`config.mk`:
```
export PLATFORM = sky130hd
export DESIGN_NAME = tcb_arbiter
export DESIGN_NICKNAME = d
export VERILOG_FILES = /design/src/hw/tcb_pkg.sv /design/src/hw/tcb_arbiter.sv
export VERILOG_INCLUDE_DIRS = /design/src /design/src/hw
export SDC_FILE = /design/constraint.sdc
export NUM_CORES = 1
export LEC_CHECK = 0
export ABC_AREA = 1
export BUFFER_PORTS_ARGS = -buffer_cell sky130_fd_sc_hd__buf_4
export CELL_PAD_IN_SITES_DETAIL_PLACEMENT = 2
export CELL_PAD_IN_SITES_GLOBAL_PLACEMENT = 2
export CORE_MARGIN = 2
export CORE_UTILIZATION = 10
export DETAILED_ROUTE_END_ITERATION = 7
export HOLD_SLACK_MARGIN = 0.02
export PLACE_DENSITY_LB_ADDON = 0.1
export SYNTH_ARGS = -nofsm -noshare
export SYNTH_HDL_FRONTEND = slang
export SYNTH_SLANG_ARGS = --single-unit
```
`constraint.sdc`:
```
create_clock -name tcb -period 1.3 [get_ports tcb]
set_input_delay 0.195 -clock tcb [delete_from_list [all_inputs] [get_ports tcb]]
set_output_delay 0.195 -clock tcb [all_outputs]
set_load 0.005 [all_outputs]
```
`src/hw/tcb_consts.svh`:
```
/*
  Bus and memory constants for the shared memory subsystem.
  Include this header wherever a width or the memory depth is needed.
  The include guard lets several files of one compilation unit include it.
*/

`ifndef TCB_CONSTS_SVH
`define TCB_CONSTS_SVH

// data bus width in bits
`define TCB_DW 32

// byte lanes per data word
`define TCB_BEN 4

// byte address width, covers 1 KiB
`define TCB_AW 10

// memory depth in words
`define TCB_DEPTH 256

// read data latency in cycles after the transfer
`define TCB_DLY 1

`endif

```
`src/hw/tcb_pkg.sv`:
```
/*
  Types shared by the ports, the arbiter and the memory.
  Import into a module header where one of these types is used.
*/

`default_nettype none

`include "tcb_consts.svh"

package tcb_pkg;

  ////////////////////////////////////////////////////////////
  // vector types
  ////////////////////////////////////////////////////////////

  // byte address and its split into word index and offset
  typedef logic [`TCB_AW-1:0]             tcb_adr_t;
  typedef logic [$clog2(`TCB_DEPTH)-1:0]  tcb_wrd_t;
  typedef logic [$clog2(`TCB_BEN)-1:0]    tcb_ofs_t;

  // data word and its lane enables
  typedef logic [`TCB_DW-1:0]             tcb_dat_t;
  typedef logic [`TCB_BEN-1:0]            tcb_ben_t;

  // log2 of transfer size, 0..2 legal
  typedef logic [1:0]                     tcb_siz_t;

  ////////////////////////////////////////////////////////////
  // arbiter state
  ////////////////////////////////////////////////////////////

  typedef enum logic {
    ARB_LAST_P0 = 1'b0,
    ARB_LAST_P1 = 1'b1
  } arb_last_t;

endpackage

`default_nettype wire

```
`src/hw/tcb_arbiter.sv`:
```
/*
  Round-robin arbiter for the two requester ports.
  Grants one request per cycle and forwards it to the memory.
  Grant is combinational from the requests, so rdy follows in the same cycle.
*/

`timescale 1ns/1ps
`default_nettype none

module tcb_arbiter import tcb_pkg::*; (
  input  logic     tcb,
  input  logic     rst_n,
  // port 0 request
  input  logic     p0_req,
  input  logic     p0_wen,
  input  tcb_wrd_t p0_wrd,
  input  tcb_ben_t p0_ben,
  input  tcb_dat_t p0_wdt,
  output logic     p0_gnt,
  // port 1 request
  input  logic     p1_req,
  input  logic     p1_wen,
  input  tcb_wrd_t p1_wrd,
  input  tcb_ben_t p1_ben,
  input  tcb_dat_t p1_wdt,
  output logic     p1_gnt,
  // memory side
  output logic     mem_en,
  output logic     mem_we,
  output tcb_wrd_t mem_wrd,
  output tcb_ben_t mem_ben,
  output tcb_dat_t mem_wdt
);

  // port granted most recently
  arb_last_t last;

  ////////////////////////////////////////////////////////////
  // grant
  ////////////////////////////////////////////////////////////

  // lone requester wins, on contention the other one from last time
  assign p0_gnt = p0_req & (~p1_req | (last == ARB_LAST_P1));
  assign p1_gnt = p1_req & (~p0_req | (last == ARB_LAST_P0));

  // reset value makes port 0 the favored one
  always_ff @(posedge tcb) begin
    if (!rst_n) begin
      last <= ARB_LAST_P1;
    end else if (p0_gnt) begin
      last <= ARB_LAST_P0;
    end else if (p1_gnt) begin
      last <= ARB_LAST_P1;
    end
  end

  ////////////////////////////////////////////////////////////
  // request mux
  ////////////////////////////////////////////////////////////

  assign mem_en = p0_gnt | p1_gnt;
  assign mem_we = (p0_gnt & p0_wen) | (p1_gnt & p1_wen);

  // payload from port 1 only when it holds the grant
  assign mem_wrd = p1_gnt ? p1_wrd : p0_wrd;
  assign mem_ben = p1_gnt ? p1_ben : p0_ben;
  assign mem_wdt = p1_gnt ? p1_wdt : p0_wdt;

  // one owner of the memory per cycle
  a_onehot: assert property (@(posedge tcb) disable iff (!rst_n)
    !(p0_gnt && p1_gnt));

endmodule

`default_nettype wire

```
==> reports/summary.md <==
* **CP Data Arrival Time** 990 ps
* **synthesis-to-finish area growth** 148%
* **cell breakdown of the critical path** nand2_2 > nand2_2 > buf_12 > nand2_1 > nand2_1 > buf_4
* **Critical Path Fanout Max** 24
* **Post-Layout Cell Count** 398
* **total length of routed wires** 5240 um
* **unrepaired setup endpoints after global routing** false
* **final net count** 392
* **outcome** complete, no violations
* **final hold slack** 389 ps
* **YS warnings** 0
* **Placed Cells incl. Taps** 398
* **initial drt markers** 25
* **post-detailed-route DRC marker count** 0
* **Critical Path Sink Type** output port
* **PwrDens** 395 mW/mm^2
* **post-synthesis area per instance** 4.79 um^2
* **clock latency of the later-clocked register in the worst-skew pair** 0 ps
* **setup slack at placement** -6.22 ps
* **final setup violation count** 0
* **pins over their slew limit** 0
* **max-cap violations** 0
* **fin crit share** 91.5%
* **via count** 1586
* **number of library cell types mapped by synthesis** 11
* **highest cell delay on the worst timing path** 330 ps
* **synthesis-stage register bit count** 1
* **Seq/Total Area, Yosys** 2.58%
* **required time of the critical path** 1110 ps
* **number of flip-flops under the largest register name** 1
* **number of global-route vias before repair** 1629
* **number of buffers added on ports** 141
* **path category of the worst min-delay check** input port to flip-flop
* **Leakage** 1.17 nW
* **Avg Vias per Cell** 3.98
* **peak supply drop** 0.115 mV
* **CTS clk-pin slew, worst paths** 0 ps
* **Largest Register** last
* **number of filler instances in the final layout** 982
* **std cell rows** 32
* **overall routing resource usage** 11.5%
* **Final min period** 1190 ps
* **Die ar.** 0.00848 mm^2
* **Hold Violations, Final** 0
* **Overall Power** 0.761 mW
* **placed wire-length estimate after detailed placement** 4400 um
* **achievable clock frequency** 0.840 GHz
* **Least-Margin Pin Slew** 267 ps
* **Chip Width** 92.1 um
* **WL/cell** 13.2 um
* **residual overflow from global routing** 0
* **Syn Std Cell Area** 776 um^2
* **number of detailed-route iterations in the first pass** 4
* **maximum clock skew at final layout** 0 ps
* **number of I/O pins** 142
* **worst-path cell with the longest stage delay** dfxtp_1
* **remaining antenna violation count** 0
* **number of buffers and inverters on the critical path** 2
* **worst setup slack after layout** 110 ps
* **antenna violations before repair** 0
* **nature of the critical path startpoint** flip-flop
* **Relative slew margins** 82.2%
* **fraction of layout instances using a drive strength above 1** 53.4%
* **Syn Nets** 256
* **wire length of the first global-routing pass** 8100 um
* **maximum number of pins on one net before global-route repair** 26
* **n_diodes** 0
* **count of mapped cells out of synthesis** 162
* **die height** 92.1 um
* **registers with the most flip-flops** last (1)
* **Placer Congestion** 0.676
* **placeable core region** 0.00761 mm^2
* **critical path's top delay family** simple AND/OR/NAND/NOR gates
* **initial core utilization** 10.2%
* **Setup Crit Path Kind** flip-flop to output port
==> stage by stage <==
stage / TNS (ps) / util (%) / instance area (um^2)
CTS: 0 / 25.3 / 1920
global route: 0 / 25.3 / 1930
detailed placement: -14.2 / 25.2 / 1920
finish: 0 / 25.3 / 1930
global placement: 0 / 25.2 / 1920
floorplan: 0 / - / 776
==> cell usage after synthesis <==
| cell | n | area (um^2) |
|---|---|---|
| buf_2 | 5 | 25.0 |
| buf_4 | 1 | 7.51 |
| buf_6 | 7 | 78.8 |
| buf_8 | 1 | 15.0 |
| clkbuf_1 | 1 | 3.75 |
| dfxtp_1 | 1 | 20.0 |
| inv_1 | 3 | 11.3 |
| nand2_1 | 88 | 330 |
| nand2_2 | 7 | 43.8 |
| nand3_1 | 47 | 235 |
| o21ai_0 | 1 | 5.00 |
==> worst register-to-register path: stages (launching register included) <==
cell and delay [ps]:
dfxtp_1 330, nand2_2 90, nand2_2 130, buf_12 180
nand3_1 100
==> cell families after synthesis <==
logic type | count (synthesis) | synth area share, %
buffers and inverters | 18 | 18.2
flip-flops | 1 | 2.58
AO/OA/AOI/OAI | 1 | 0.645
AND/OR/NAND/NOR | 142 | 78.5
==> timing repair <==
item	4_1_cts	5_1_grt
setup endpoints to repair	7	30
pin swaps	0	1
resized for setup	1	1
hold buffers	0	0
buffers inserted	0	0
==> report_power, final <==
part           leakage, nW  total (mW)  internal [mW]  switching, mW
Combinational         1.16       0.726          0.435          0.291
Sequential         0.00833      0.0352         0.0336        0.00163
Clock                    0           0              0              0
Total                 1.17       0.761          0.469          0.292
==> routing by layer <==
| layer | vias to the layer above | GRT usage, % | wire length (um) |
|---|---|---|---|
| met5 | - | 0 | 0 |
| met4 | 0 | 0.871 | 53 |
| met3 | 4 | 2.22 | 410 |
| li1 | 786 | - | - |
| met2 | 68 | 22.4 | 2830 |
| met1 | 728 | 13.4 | 1950 |
==> layout make-up <==
type / instances / area [um^2] / area share, %
Sequential cell: 1 / 20.0 / 1.04
Multi-Input combinational cell: 143 / 619 / 32.2
Inverter: 3 / 11.3 / 0.585
Timing Repair Buffer: 149 / 1150 / 59.6
Tap cell: 102 / 128 / 6.63
==> placed cells by master (no fill, tap or decap), drive strengths merged <==
| cell | n |
|---|---|
| inv | 3 |
| dfxtp | 1 |
| nand3 | 47 |
| o21ai | 1 |
| nand2 | 95 |
| buf | 149 |
==> path summary, 6_finish.rpt <==
path / from / endpoint / slack (ps) / cells past startpoint
setup reg to reg: last / last / 340 / 4
hold reg to reg: last / last / 600 / 3
hold / removal: rst_n / last / 390 / 2
setup / recovery: last / mem_wrd[7] / 110 / 6
(Power assumes the default switching activity.)
