### src/hw/tcb_consts.svh
/*
  Bus and memory constants for the shared memory subsystem.
  Include this header wherever a width or the memory depth is needed.
  The include guard lets several files of one compilation unit include it.
*/

`ifndef TCB_CONSTS_SVH
`define TCB_CONSTS_SVH

// data bus width in bits
`define TCB_DW 32

// byte lanes per data word
`define TCB_BEN 4

// byte address width, covers 1 KiB
`define TCB_AW 10

// memory depth in words
`define TCB_DEPTH 256

// read data latency in cycles after the transfer
`define TCB_DLY 1

`endif

### src/hw/tcb_pkg.sv
/*
  Types shared by the ports, the arbiter and the memory.
  Import into a module header where one of these types is used.
*/

`default_nettype none

`include "tcb_consts.svh"

package tcb_pkg;

  ////////////////////////////////////////////////////////////
  // vector types
  ////////////////////////////////////////////////////////////

  // byte address and its split into word index and offset
  typedef logic [`TCB_AW-1:0]             tcb_adr_t;
  typedef logic [$clog2(`TCB_DEPTH)-1:0]  tcb_wrd_t;
  typedef logic [$clog2(`TCB_BEN)-1:0]    tcb_ofs_t;

  // data word and its lane enables
  typedef logic [`TCB_DW-1:0]             tcb_dat_t;
  typedef logic [`TCB_BEN-1:0]            tcb_ben_t;

  // log2 of transfer size, 0..2 legal
  typedef logic [1:0]                     tcb_siz_t;

  ////////////////////////////////////////////////////////////
  // arbiter state
  ////////////////////////////////////////////////////////////

  typedef enum logic {
    ARB_LAST_P0 = 1'b0,
    ARB_LAST_P1 = 1'b1
  } arb_last_t;

endpackage

`default_nettype wire

### src/hw/tcb_port.sv
/*
  Requester side of one memory port.
  Turns size and address into lane enables, steers write data onto the lanes,
  and realigns the registered memory read data into the low bytes.
  One instance per requester, placed between the requester and the arbiter.
*/

`timescale 1ns/1ps
`default_nettype none

module tcb_port import tcb_pkg::*; (
  input  logic     tcb,
  input  logic     rst_n,
  // requester side
  input  logic     vld,
  input  logic     wen,
  input  tcb_adr_t adr,
  input  tcb_siz_t siz,
  input  tcb_dat_t wdt,
  output logic     rdy,
  output tcb_dat_t rdt,
  // arbiter side
  output logic     req,
  output logic     req_wen,
  output tcb_wrd_t req_wrd,
  output tcb_ben_t req_ben,
  output tcb_dat_t req_wdt,
  input  logic     gnt,
  input  tcb_dat_t mem_rdt
);

  tcb_ofs_t ofs;
  logic     trn;
  // state kept for the read data cycle
  tcb_ofs_t ofs_q;
  tcb_siz_t siz_q;
  logic     rd_q;
  tcb_dat_t rdt_sh;
  tcb_dat_t rdt_msk;

  ////////////////////////////////////////////////////////////
  // request path
  ////////////////////////////////////////////////////////////

  // rdy mirrors the grant so a transfer is vld with grant
  assign rdy = gnt;
  assign trn = vld & gnt;

  assign req     = vld;
  assign req_wen = wen;
  assign {req_wrd, ofs} = adr;

  // lane enables from size shifted up to the offset
  always_comb begin
    case (siz)
      2'd0:    req_ben = tcb_ben_t'(4'b0001) << ofs;
      2'd1:    req_ben = tcb_ben_t'(4'b0011) << ofs;
      2'd2:    req_ben = tcb_ben_t'(4'b1111);
      default: req_ben = '0;
    endcase
  end

  // plain shift places the low bytes for aligned accesses
  assign req_wdt = wdt << {ofs, 3'b000};

  ////////////////////////////////////////////////////////////
  // read data path
  ////////////////////////////////////////////////////////////

  always_ff @(posedge tcb) begin
    if (!rst_n) begin
      rd_q <= 1'b0;
    end else begin
      rd_q <= trn & ~wen;
    end
  end

  always_ff @(posedge tcb) begin
    if (trn) begin
      ofs_q <= ofs;
      siz_q <= siz;
    end
  end

  // back down to the low bytes
  assign rdt_sh = mem_rdt >> {ofs_q, 3'b000};

  // bytes above the size read as zero
  always_comb begin
    case (siz_q)
      2'd0:    rdt_msk = tcb_dat_t'(32'h0000_00ff);
      2'd1:    rdt_msk = tcb_dat_t'(32'h0000_ffff);
      default: rdt_msk = tcb_dat_t'(32'hffff_ffff);
    endcase
  end

  // mem_rdt is shared so take it only after own read
  assign rdt = rd_q ? (rdt_sh & rdt_msk) : '0;

  ////////////////////////////////////////////////////////////
  // checks
  ////////////////////////////////////////////////////////////

  // natural alignment
  a_align: assert property (@(posedge tcb) disable iff (!rst_n)
    vld |-> ((siz != 2'd1) || !adr[0]) && ((siz != 2'd2) || (adr[1:0] == 2'b00)));

  a_siz: assert property (@(posedge tcb) disable iff (!rst_n)
    vld |-> (siz < 2'd3));

  // requester holds its request while waiting for rdy
  a_hold: assert property (@(posedge tcb) disable iff (!rst_n)
    (vld && !rdy) |=> (vld && $stable({wen, adr, siz, wdt})));

endmodule

`default_nettype wire

### config.mk
export PLATFORM = sky130hd
export DESIGN_NAME = tcb_port
export DESIGN_NICKNAME = d
export VERILOG_FILES = /design/src/hw/tcb_pkg.sv /design/src/hw/tcb_port.sv
export VERILOG_INCLUDE_DIRS = /design/src /design/src/hw
export SDC_FILE = /design/constraint.sdc
export NUM_CORES = 1
export LEC_CHECK = 0
export ABC_AREA = 0
export BUFFER_PORTS_ARGS = -buffer_cell sky130_fd_sc_hd__buf_2
export CAP_MARGIN = 40
export CORE_ASPECT_RATIO = 1.25
export CORE_MARGIN = 8
export CORE_UTILIZATION = 33
export CTS_BUF_LIST = sky130_fd_sc_hd__clkbuf_2 sky130_fd_sc_hd__clkbuf_4 sky130_fd_sc_hd__clkbuf_8
export CTS_CLUSTER_DIAMETER = 60
export CTS_CLUSTER_SIZE = 24
export DETAILED_ROUTE_END_ITERATION = 8
export HOLD_SLACK_MARGIN = 0.02
export PLACE_DENSITY_LB_ADDON = 0.12
export SLEW_MARGIN = 10
export SYNTH_ARGS = -nofsm -noshare
export SYNTH_HDL_FRONTEND = slang
export SYNTH_SLANG_ARGS = --single-unit
### constraint.sdc
create_clock -name tcb -period 1 [get_ports tcb]
set_input_delay 0.1 -clock tcb [delete_from_list [all_inputs] [get_ports tcb]]
set_output_delay 0.1 -clock tcb [all_outputs]
set_load 0.005 [all_outputs]
==> PnR_summary.wiki, run 1 <==
{| class="wikitable"
! Metric !! Value
|-
| Synthesized instance count || 194
|-
| Combinational Power Share || 61.5%
|-
| Period Utilization, post-route || 157%
|-
| Remaining global-route overflow || 0
|-
| Largest vdd supply drop || 0.524 mV
|-
| TritonCTS clock tree || done
|-
| Final worst hold slack || 0.125 ns
|-
| Critical path cell sequence || buf_6 -> buf_12 -> buf_16 -> mux2i_2 -> o22ai_1 -> buf_2
|-
| Lkg Pwr || 1.40 nW
|-
| Total power per unit cell area || 609 mW/mm^2
|-
| Maximum capacitance violations || 0
|-
| Worst path max stage delay || 0.37 ns
|-
| Clock network power share || 23.4%
|-
| Kind of critical path || reg2out
|-
| Slowest CP cell || sky130_fd_sc_hd__edfxtp_1
|-
| Share of total power consumed by net switching || 34.3%
|-
| Final number of max-transition violations || 0
|-
| Critical Path AT || 1.47 ns
|-
| Remaining max-slew budget at the tightest pin || 82.3%
|-
| Hold Vio Cnt, Final || 0
|-
| Fraction of layout cells with a size suffix above 1 || 68.1%
|-
| Max Clk Rate || 638 MHz
|-
| Post-Place Setup Slack || -0.343 ns
|-
| Number of distinct standard cells referenced by the synthesized netlist || 28
|-
| Post-CTS Hold Fix Bufs || 0
|-
| Dominant combinational cell family by area after synthesis || simple AND/OR/NAND/NOR gates
|-
| Core region area || 0.00439 sq mm
|-
| Max Fanout on Critical Path || 7
|-
| Initial cell density of the core || 34.1%
|-
| Number of H-tree branching levels || 1
|-
| Setup crit end kind || primary output
|-
| Mux cell area share after synthesis || 22.7%
|-
| Post-Synthesis Mean Instance Area || 7.73 sq um
|-
| DRC violation total after the first TritonRoute iteration || 37
|-
| Status || finished, violations left
|-
| Number of nets in the synthesized netlist || 275
|-
| Fraction of the mapped netlist area in compound gates || 23.4%
|-
| Number of failing setup endpoints in the final timing report || 32
|-
| Net switching power figure || 0.000568 W
|-
| Hold/Removal Path Class || in2reg
|-
| Wire length of the first global-routing pass || 10300 microns
|-
| Post-synthesis share of cell area spent on full adders, half adders and majority gates || 0%
|-
| Total half-perimeter wirelength after legalization and detailed placement || 5030 microns
|-
| Startpoint kind of the worst setup timing path || flip-flop
|-
| Count of cells along the worst hold path || 2
|-
| Final total negative setup slack || -14.42 ns
|-
| Yosys warnings || 0
|-
| Number of antenna violations at the first check in global routing || 0
|-
| Number of buffers created by CTS || 3
|-
| Violated checks || negative setup slack
|-
| Largest buffer count on any clock path || 2
|-
| Number of nets in the finished design || 424
|-
| Overall die height || 91.4 microns
|-
| Total die area || 0.00697 sq mm
|-
| Sequential-to-total area share from yosys stat || 9.35%
|-
| Count of state elements after synthesis || 5
|-
| Slew @ Worst Pin || 0.265 ns
|-
| HP Start || rst_n
|-
| Power Internal || 0.00109 W
|-
| Root buf cell || sky130_fd_sc_hd__clkbuf_8
|-
| Fraction of synthesized cell area in xor and xnor cells || 0%
|-
| Die width || 76.3 microns
|-
| Ports placed on the boundary || 160
|-
| Area fraction in and, or, nand and nor cells after synthesis || 29.3%
|-
| Netlist area before placement || 0.00150 sq mm
|-
| Post-route ant nets || 0
|-
| Vias per std cell || 5.03
|-
| Overall global routing resource usage || 16.9%
|-
| Post-route DRC || 0
|-
| Avg WL per Cell || 15.9 microns
|-
| Area growth, synth to finish || 81.6%
|-
| Share of total power in sequential cells || 15.1%
|-
| Vias || 2012
|-
| Number of antenna diodes || 0
|-
| Standard-cell row count || 27
|-
| Number of search-and-repair iterations in the first detailed-routing pass || 4
|-
| Final period demand of the worst path || 1.57 ns
|-
| Number of sinks handled by clock tree synthesis || 5
|-
| Clock input transition at the sequential cells of the worst setup and hold paths || 0.03 ns
|-
| Via count of the first global-routing pass || 2169
|-
| Worst EP required || 0.90 ns
|-
| Total Routed Length || 6370 microns
|-
| Final weighted congestion in routability-driven placement || 0.790
|-
| Unrepaired setup endpoints after global routing || yes
|-
| Number of buffers added on ports || 143
|-
| Setup ws final || -0.568 ns
|-
| End point of the worst hold path || rd_q
|-
| Largest net degree at the start of global routing || 21
|}
-- worst max-delay path by stage --
stage	start	end	slack (ns)	cells past startpoint
after floorplan	ofs_q[0]	rdt[11]	-0.10	3
after global placement	ofs_q[0]	rdt[15]	-0.30	5
after detailed placement	ofs_q[0]	rdt[11]	-0.34	5
after CTS	ofs_q[0]	rdt[4]	-0.53	6
after global routing	ofs_q[0]	rdt[4]	-0.63	6
final	ofs_q[0]	rdt[4]	-0.57	6
-- worst max-delay path, delay by kind of cell (launching register included) --
family,cells,cell delay [ns]
compound gates,1,0.16
buf+inv,4,0.57
flops,1,0.37
mux,1,0.15
-- power groups by stage --
| stage | Clock [W] | Sequential, W | Combinational [W] |
|---|---|---|---|
| 2_1_floorplan | 0 | 0.000252 | 0.000496 |
| 3_3_place_gp | 0 | 0.000257 | 0.000824 |
| 3_5_place_dp | 0 | 0.000258 | 0.000822 |
| 4_1_cts | 0.000396 | 0.000251 | 0.000924 |
| 5_1_grt | 0.000409 | 0.000253 | 0.00111 |
| 6_report | 0.000388 | 0.000251 | 0.00102 |
-- state kept, by name, indices dropped and copies added, names as in the netlist --
signal  count
ofs_q       2
siz_q       2
rd_q        1
-- layer usage --
layer	up-vias	track usage, %	part of all wire [%]
li1	985	-	-
met1	917	18.3	40
met2	106	30.9	51
met3	4	6.21	9.0
met4	0	3.05	0.47
met5	-	0	0
-- synth_stat cells --
cell                       number  area, sq um
sky130_fd_sc_hd__nor2_2         1         6.26
sky130_fd_sc_hd__buf_6          2         22.5
sky130_fd_sc_hd__mux2i_1       34          340
sky130_fd_sc_hd__o21ai_1        2         10.0
sky130_fd_sc_hd__nor2b_1       15         93.8
sky130_fd_sc_hd__and2b_2        3         26.3
sky130_fd_sc_hd__buf_2          4         20.0
sky130_fd_sc_hd__buf_4         14          105
sky130_fd_sc_hd__a21oi_1        9         45.0
sky130_fd_sc_hd__and3b_1        1         8.76
sky130_fd_sc_hd__nand2b_1       6         37.5
sky130_fd_sc_hd__dfxtp_1        1         20.0
sky130_fd_sc_hd__a211oi_2       1         12.5
sky130_fd_sc_hd__nand2_1        9         33.8
sky130_fd_sc_hd__nand2b_2       4         35.0
sky130_fd_sc_hd__nor2_4         1         11.3
sky130_fd_sc_hd__nand3b_4       1         20.0
sky130_fd_sc_hd__o31ai_1        1         7.51
sky130_fd_sc_hd__a211oi_1      23          173
sky130_fd_sc_hd__clkbuf_1       3         11.3
sky130_fd_sc_hd__buf_12         2         40.0
sky130_fd_sc_hd__o21ai_0        9         45.0
sky130_fd_sc_hd__edfxtp_1       4          120
sky130_fd_sc_hd__o22ai_1        8         50.1
sky130_fd_sc_hd__and2_1        17          106
sky130_fd_sc_hd__buf_8          2         30.0
sky130_fd_sc_hd__nor2_1        16         60.1
sky130_fd_sc_hd__o21bai_1       1         7.51
-- layout make-up --
class	count	area (sq um)
clock buffer	4	48.8
timing repair buffer	171	1100
sequential	5	140
multi-input combinational	162	1360
fill	398	1670
tap	58	72.6
-- through the flow --
stage               total power, W  utilization, %  cell area [sq um]  std cells
finish                     0.00166            62.0               2720        400
global route               0.00177            62.0               2720        400
CTS                        0.00157            57.7               2530        398
detailed placement         0.00108            52.7               2310        388
global placement           0.00108            52.7               2310        388
floorplan                 0.000748               -               1590        194
-- what timing repair did --
action,in CTS,in global routing
setup buffers,2,1
gates resized for setup,18,38
gates cloned,4,1
pin swaps,5,7
endpoints found under the setup margin,43,59
-- logic make-up after synthesis --
kind of cell	Yosys count
simple gates	74
flops	5
compound gates	54
buf+inv	27
mux	34
-- placed cells by master (no fill, tap or decap), drive strengths merged --
master,netlist,layout
nand2,9,9
mux2i,34,34
a21oi,9,9
and3b,1,1
o21bai,1,1
o31ai,1,1
a211oi,24,24
nor2,18,18
and2b,3,3
o21ai,11,11
nand2b,10,10
clkbuf,3,5
and2,17,17
o22ai,8,8
nor2b,15,15
buf,24,170
nand3b,1,1
edfxtp,4,4
dfxtp,1,1
No activity file was read; power rests on OpenSTA's default activity.
==> run 2: changes to the inputs <==
--- a/config.mk
+++ b/config.mk
@@ -6,12 +6,12 @@
 export SDC_FILE = /design/constraint.sdc
 export NUM_CORES = 1
 export LEC_CHECK = 0
-export ABC_AREA = 0
+export ABC_AREA = 1
 export BUFFER_PORTS_ARGS = -buffer_cell sky130_fd_sc_hd__buf_2
 export CAP_MARGIN = 40
 export CORE_ASPECT_RATIO = 1.25
 export CORE_MARGIN = 8
-export CORE_UTILIZATION = 33
+export CORE_UTILIZATION = 34
 export CTS_BUF_LIST = sky130_fd_sc_hd__clkbuf_2 sky130_fd_sc_hd__clkbuf_4 sky130_fd_sc_hd__clkbuf_8
 export CTS_CLUSTER_DIAMETER = 60
 export CTS_CLUSTER_SIZE = 24
==> PnR_summary.wiki, run 2 <==
{| class="wikitable"
! Metric !! Value
|-
| Clock network power share || 22.7% (-0.7 points)
|-
| Startpoint kind of the worst setup timing path || flip-flop
|-
| Share of total power in sequential cells || 14.2% (-0.9 points)
|-
| Total die area || 0.00708 sq mm (+1.5%)
|-
| Remaining max-slew budget at the tightest pin || 86.6% (+4.3 points)
|-
| Power Internal || 0.00106 W (-2.4%)
|-
| Post-synth EDFFs || 4 (unchanged)
|-
| Number of buffers added on ports || 143 (unchanged)
|-
| Sequential-to-total area share from yosys stat || 8.90% (-0.45 points)
|-
| Overall die height || 92.1 microns (+0.79%)
|-
| Number of failing setup endpoints in the final timing report || 32 (unchanged)
|-
| Post-synth top cells || sky130_fd_sc_hd__nand2_1, sky130_fd_sc_hd__nor2_1, sky130_fd_sc_hd__inv_1
|-
| Final period demand of the worst path || 1.48 ns (-0.0851 ns)
|-
| Met1 Use GR || 18.3% (about the same)
|-
| Most utilized layer in the global route result || met2
|-
| Hold Vio Cnt, Final || 0 (unchanged)
|-
| Status || finished, violations left
|-
| Post-synth top area share || 38.9% (+16 points)
|-
| Period Utilization, post-route || 148% (-8.5 points)
|-
| Standard-cell row count || 27 (unchanged)
|-
| Most frequent cells in the layout || sky130_fd_sc_hd__buf_2, sky130_fd_sc_hd__nand2_1, sky130_fd_sc_hd__nor2_1
|-
| Fraction of layout cells with a size suffix above 1 || 52.9% (-15 points)
|-
| Slew @ Worst Pin || 0.199 ns (-0.0664 ns)
|-
| Lkg Pwr || 1.75 nW (+25%)
|-
| Final total negative setup slack || -12.67 ns (+1.75 ns)
|-
| Largest vdd supply drop || 0.396 mV (-24%)
|-
| DRC violation total after the first TritonRoute iteration || 65 (+76%)
|-
| Die width || 76.9 microns (+0.75%)
|-
| Number of H-tree branching levels || 1 (unchanged)
|-
| Synthesized instance count || 329 (+70%)
|-
| Core region area || 0.00443 sq mm (+0.77%)
|-
| Most instantiated library cell after synthesis || sky130_fd_sc_hd__nand2_1
|-
| Biggest area contributors in the synthesized netlist || sky130_fd_sc_hd__nand2_1, sky130_fd_sc_hd__nor2_1, sky130_fd_sc_hd__edfxtp_1
|-
| Root buf cell || sky130_fd_sc_hd__clkbuf_8
|-
| Final weighted congestion in routability-driven placement || 0.830 (+5.0%)
|-
| Net switching power figure || 0.000689 W (+21%)
|-
| Setup crit end kind || primary output
|-
| Post-route ant nets || 0 (unchanged)
|-
| Combinational Power Share || 63.1% (+1.6 points)
|-
| Total Routed Length || 6950 microns (+9.1%)
|-
| Remaining global-route overflow || 0 (unchanged)
|-
| Number of buffers created by CTS || 3 (unchanged)
|-
| Most frequent standard cell in the layout excluding fill and tap cells || sky130_fd_sc_hd__buf_2
|-
| TritonCTS clock tree || done
|-
| Final worst hold slack || 0.0392 ns (-0.0856 ns)
|-
| Number of nets in the finished design || 564 (+33%)
|-
| Ports placed on the boundary || 160 (unchanged)
|-
| Count of state elements after synthesis || 5 (unchanged)
|-
| Area taken by flip-flops and latches || 141 sq um (+0.89%)
|-
| Final number of max-transition violations || 0 (unchanged)
|-
| Fill cell total of the finished layout || 427 (+7.3%)
|-
| Post-CTS Hold Fix Bufs || 0 (unchanged)
|-
| Number of sinks handled by clock tree synthesis || 5 (unchanged)
|-
| Max Fanout on Critical Path || 6 (-1)
|-
| Yosys warnings || 0 (unchanged)
|-
| Share of total power consumed by net switching || 39.3% (+5.0 points)
|-
| Setup ws final || -0.483 ns (+0.0851 ns)
|-
| Avg WL per Cell || 12.9 microns (-19%)
|-
| Max Clk Rate || 674 MHz (+5.7%)
|-
| Post-synth top area cell || sky130_fd_sc_hd__nand2_1
|-
| Prevailing post-synth register cell || sky130_fd_sc_hd__edfxtp_1
|-
| Met2 Usage GRT || 34.4% (+3.5 points)
|-
| Area growth, synth to finish || 87.6%
|-
| Hold/Removal Path Class || in2reg
|-
| Netlist area before placement || 0.00157 sq mm (+5.0%)
|-
| Biggest registers after layout || ofs_q x2, siz_q x2, rd_q x1
|-
| Share of synthesized flip-flops with an asynchronous set or reset || 0% (unchanged)
|-
| Maximum capacitance violations || 0 (unchanged)
|-
| Worst EP required || 0.90 ns (about the same)
|-
| Number of antenna diodes || 0 (unchanged)
|-
| Number of search-and-repair iterations in the first detailed-routing pass || 4 (unchanged)
|-
| Total half-perimeter wirelength after legalization and detailed placement || 5660 microns (+12%)
|-
| Post-route DRC || 0 (unchanged)
|-
| Initial cell density of the core || 35.6% (+1.4 points)
|-
| Post-Synthesis Mean Instance Area || 4.78 sq um (-38%)
|-
| Clock input transition at the sequential cells of the worst setup and hold paths || 0.03 ns (about the same)
|-
| Critical Path AT || 1.38 ns (-0.09 ns)
|-
| Via count of the first global-routing pass || 2638 (+22%)
|-
| Largest buffer count on any clock path || 2 (unchanged)
|-
| Vias || 2582 (+28%)
|-
| Number of nets in the synthesized netlist || 410 (+49%)
|-
| Kind of critical path || reg2out
|-
| Total area of multi-input combinational cells || 0.00145 sq mm (+7.1%)
|-
| Total power per unit cell area || 594 mW/mm^2 (-2.6%)
|-
| Vias per std cell || 4.78 (-4.9%)
|-
| Largest net degree at the start of global routing || 20 (-4.8%)
|-
| Number of distinct standard cells referenced by the synthesized netlist || 20 (-29%)
|-
| Met3 GRT Util || 6.74% (+0.53 points)
|-
| Number of antenna violations at the first check in global routing || 0 (unchanged)
|-
| Violated checks || negative setup slack
|-
| Wire length of the first global-routing pass || 11200 microns (+9.6%)
|-
| Unrepaired setup endpoints after global routing || yes
|-
| Overall global routing resource usage || 18.3% (+1.4 points)
|}
==> run 2: cell types whose count changed after synthesis, sizes merged, moves of 15 or more <==
cell and delta:
nor2b -15, nand2 +155, nor2 +33, a211oi -24, mux2i -34, inv +22
o211ai +16
==> run 2: what timing repair did <==
| action | in CTS | in global routing |
|---|---|---|
| setup buffers | 0 | 1 |
| cloned | 2 | 0 |
| gates resized for setup | 31 | 51 |
| endpoints found under the setup margin | 50 | 59 |
| pin swaps | 12 | 9 |
==> run 2: metal layers <==
layer	vias up	part of all wire (%)
met5	-	0
met4	0	0.60
met3	4	8.7
met2	102	54
met1	1165	37
li1	1311	-
==> run 2: per-stage QoR <==
| step | instances | total power [W] | instance area, sq um | setup WS [ns] | utilization, % |
|---|---|---|---|---|---|
| floorplan | 329 | 0.000790 | 1730 | -0.140 | - |
| global route | 540 | 0.00189 | 2950 | -0.563 | 66.7 |
| global placement | 533 | 0.00123 | 2610 | -0.230 | 59.1 |
| finish | 540 | 0.00175 | 2950 | -0.483 | 66.7 |
| CTS | 539 | 0.00169 | 2790 | -0.469 | 63.0 |
| detailed placement | 533 | 0.00124 | 2610 | -0.253 | 59.1 |
==> run 2: critical path, stage by stage, from the launching register on <==
cell and delay, ns:
sky130_fd_sc_hd__edfxtp_1 0.45, sky130_fd_sc_hd__clkinv_4 0.14, sky130_fd_sc_hd__buf_8 0.14, sky130_fd_sc_hd__buf_6 0.10, sky130_fd_sc_hd__nand2_4 0.03, sky130_fd_sc_hd__nand2_1 0.04
sky130_fd_sc_hd__nand2_1 0.04, sky130_fd_sc_hd__nor2_1 0.09, sky130_fd_sc_hd__buf_2 0.12
==> run 2: worst paths after layout <==
path | start | endpoint | slack, ns | depth (start not counted)
worst min-delay path | wen | rd_q | 0.04 | 2
worst max-delay path | ofs_q[0] | rdt[15] | -0.48 | 8
==> run 2: final cells by class <==
class                           instances  area share (%)
Inverter                               23            3.18
Tap cell                               58            2.46
Clock buffer                            4            1.65
Sequential cell                         5            4.79
Multi-Input combinational cell        269            49.2
Timing Repair Buffer                  181            38.8
==> run 2: logic make-up after synthesis <==
kind of cell,count (synthesis),share of synthesized area [%]
compound gates,33,13.5
simple gates,236,59.2
flops,5,8.90
buf+inv,55,18.4
==> run 2: power by group through the flow <==
| stage | clock network (W) | logic, W | registers [W] |
|---|---|---|---|
| floorplan | 0 | 0.000544 | 0.000246 |
| global placement | 0 | 0.000978 | 0.000251 |
| detailed placement | 0 | 0.000984 | 0.000252 |
| CTS | 0.000408 | 0.00104 | 0.000250 |
| global route | 0.000415 | 0.00123 | 0.000250 |
| finish | 0.000398 | 0.00111 | 0.000249 |
==> run 3: changes to the inputs <==
--- a/config.mk
+++ b/config.mk
@@ -17,7 +17,7 @@
 export CTS_CLUSTER_SIZE = 24
 export DETAILED_ROUTE_END_ITERATION = 8
 export HOLD_SLACK_MARGIN = 0.02
-export PLACE_DENSITY_LB_ADDON = 0.12
+export PLACE_DENSITY = 0.79
 export SLEW_MARGIN = 10
 export SYNTH_ARGS = -nofsm -noshare
 export SYNTH_HDL_FRONTEND = slang
==> PnR_summary.wiki, run 3 (same netlist as run 2, synthesis figures left out) <==
{| class="wikitable"
! Metric !! Value
|-
| Area growth, synth to finish || 92.1%
|-
| Share of total power in sequential cells || 13.5% (-0.7 points)
|-
| Slew @ Worst Pin || 0.241 ns (+0.0423 ns)
|-
| Total power per unit cell area || 605 mW/mm^2 (+1.9%)
|-
| Most used cell along the critical path || sky130_fd_sc_hd__buf_6
|-
| Net switching power figure || 0.000728 W (+5.7%)
|-
| Standard-cell row count || 27 (unchanged)
|-
| Setup ws final || -0.533 ns (-0.0503 ns)
|-
| Core region area || 0.00443 sq mm (unchanged)
|-
| Status || finished, violations left
|-
| Number of H-tree branching levels || 1 (unchanged)
|-
| Hold Vio Cnt, Final || 0 (unchanged)
|-
| Biggest registers after layout || ofs_q x2, siz_q x2, rd_q x1
|-
| Via count of the first global-routing pass || 2713 (+2.8%)
|-
| Critical Path AT || 1.43 ns (+0.05 ns)
|-
| Number of buffers created by CTS || 3 (unchanged)
|-
| Power Internal || 0.00110 W (+3.5%)
|-
| Vias per std cell || 5.01 (+4.7%)
|-
| Number of antenna violations at the first check in global routing || 0 (unchanged)
|-
| Number of sinks handled by clock tree synthesis || 5 (unchanged)
|-
| Number of buffers added on ports || 143 (unchanged)
|-
| Root buf cell || sky130_fd_sc_hd__clkbuf_8
|-
| Number of antenna diodes || 0 (unchanged)
|-
| TritonCTS clock tree || done
|-
| Maximum capacitance violations || 0 (unchanged)
|-
| Post-route ant nets || 0 (unchanged)
|-
| Number of failing setup endpoints in the final timing report || 33 (+3.1%)
|-
| Lkg Pwr || 1.78 nW (+1.6%)
|-
| Most frequent standard cell in the layout excluding fill and tap cells || sky130_fd_sc_hd__buf_2
|-
| Die width || 76.9 microns (unchanged)
|-
| Total die area || 0.00708 sq mm (unchanged)
|-
| Period Utilization, post-route || 153% (+5.0 points)
|-
| Final worst hold slack || 0.0449 ns (+0.00566 ns)
|-
| Number of nets in the finished design || 568 (+0.71%)
|-
| Kind of critical path || reg2out
|-
| Post-CTS Hold Fix Bufs || 0 (unchanged)
|-
| Startpoint kind of the worst setup timing path || flip-flop
|-
| Most frequent cells in the layout || sky130_fd_sc_hd__buf_2, sky130_fd_sc_hd__nand2_1, sky130_fd_sc_hd__nor2_1
|-
| Fill cell total of the finished layout || 372 (-13%)
|-
| Final weighted congestion in routability-driven placement || 0.893 (+7.6%)
|-
| Wire length of the first global-routing pass || 12200 microns (+8.2%)
|-
| Unrepaired setup endpoints after global routing || yes
|-
| Remaining max-slew budget at the tightest pin || 83.9% (-2.7 points)
|-
| DRC violation total after the first TritonRoute iteration || 149 (+130%)
|-
| Initial cell density of the core || 35.6% (unchanged)
|-
| Final number of max-transition violations || 0 (unchanged)
|-
| Post-route DRC || 0 (unchanged)
|-
| Share of total power consumed by net switching || 39.8% (+0.51 points)
|-
| Fraction of layout cells with a size suffix above 1 || 52.7% (-0.23 points)
|-
| Vias || 2723 (+5.5%)
|-
| Final total negative setup slack || -13.36 ns (-0.687 ns)
|-
| Setup crit end kind || primary output
|-
| Hold/Removal Path Class || in2reg
|-
| Avg WL per Cell || 15.0 microns (+16%)
|-
| Overall global routing resource usage || 19.9% (+1.5 points)
|-
| Max Fanout on Critical Path || 5 (-1)
|-
| Total half-perimeter wirelength after legalization and detailed placement || 5790 microns (+2.3%)
|-
| Clock network power share || 21.8% (-0.9 points)
|-
| Total Routed Length || 8140 microns (+17%)
|-
| Slowest CP cell || sky130_fd_sc_hd__edfxtp_1
|-
| Overall die height || 92.1 microns (unchanged)
|-
| Violated checks || negative setup slack
|-
| Clock input transition at the sequential cells of the worst setup and hold paths || 0.04 ns (about the same)
|-
| Largest net degree at the start of global routing || 21 (+5.0%)
|-
| Number of search-and-repair iterations in the first detailed-routing pass || 4 (unchanged)
|-
| Max Clk Rate || 652 MHz (-3.3%)
|-
| Worst path max stage delay || 0.37 ns (-0.08 ns)
|-
| Combinational Power Share || 64.8% (+1.7 points)
|-
| Cell type group with the largest total delay on the critical path || buffers and inverters
|-
| Remaining global-route overflow || 0 (unchanged)
|-
| Largest buffer count on any clock path || 2 (unchanged)
|-
| Ports placed on the boundary || 160 (unchanged)
|-
| CP Buf/Inv Count || 4 (unchanged)
|-
| Largest vdd supply drop || 0.472 mV (+19%)
|-
| Worst EP required || 0.90 ns (about the same)
|-
| Final period demand of the worst path || 1.53 ns (+0.0503 ns)
|-
| Critical path cell sequence || buf_6 -> buf_6 -> buf_6 -> nand2_1 -> nand2_1 -> nor2_1 -> nor2_1 -> buf_2
|}
[run 3: stage by stage]
stage / total power (W) / setup slack, ns / instances / utilization [%] / area, sq um
floorplan: 0.000790 / -0.140 / 329 / - / 1730
global placement: 0.00120 / -0.248 / 527 / 57.5 / 2540
detailed placement: 0.00121 / -0.267 / 527 / 57.5 / 2540
CTS: 0.00169 / -0.495 / 539 / 62.6 / 2770
global route: 0.00197 / -0.574 / 544 / 68.3 / 3020
finish: 0.00183 / -0.533 / 544 / 68.3 / 3020
[run 3: layout make-up]
cell class	count	area (sq um)	share of cell area, %
timing repair buffer	184	1240	41.1
timing repair inverter	1	5.00	0.166
clock buffer	4	48.8	1.61
tap	58	72.6	2.40
sequential	5	141	4.68
inverter	23	101	3.35
multi-input combinational	269	1410	46.7
[run 3: power groups by stage]
| stage | logic, W | clock network, W | registers (W) |
|---|---|---|---|
| final | 0.00119 | 0.000398 | 0.000246 |
| after global routing | 0.00129 | 0.000431 | 0.000247 |
| after CTS | 0.00104 | 0.000404 | 0.000249 |
| after detailed placement | 0.000958 | 0 | 0.000252 |
| after global placement | 0.000948 | 0 | 0.000251 |
| after floorplan | 0.000544 | 0 | 0.000246 |
[run 3: routing by layer]
metal  share of wire, %  GRT usage, %  vias to the layer above  routed length [microns]
met2                 48          34.8                      171                     3890
li1                   -             -                     1320                        -
met3                 12          9.96                       24                      995
met5                  0             0                        -                        0
met4                2.9          6.43                        0                      234
met1                 37          20.0                     1208                     3020
[run 3: worst paths after layout]
kind              startpoint      to  cells after the start
setup / recovery    ofs_q[0]  rdt[6]                      8
hold / removal           wen    rd_q                      2
[run 3: what timing repair did]
item	CTS	global route
pin swaps	2	18
gates resized for setup	25	61
cloned	4	3
setup buffers	4	2
setup endpoints to repair	48	52
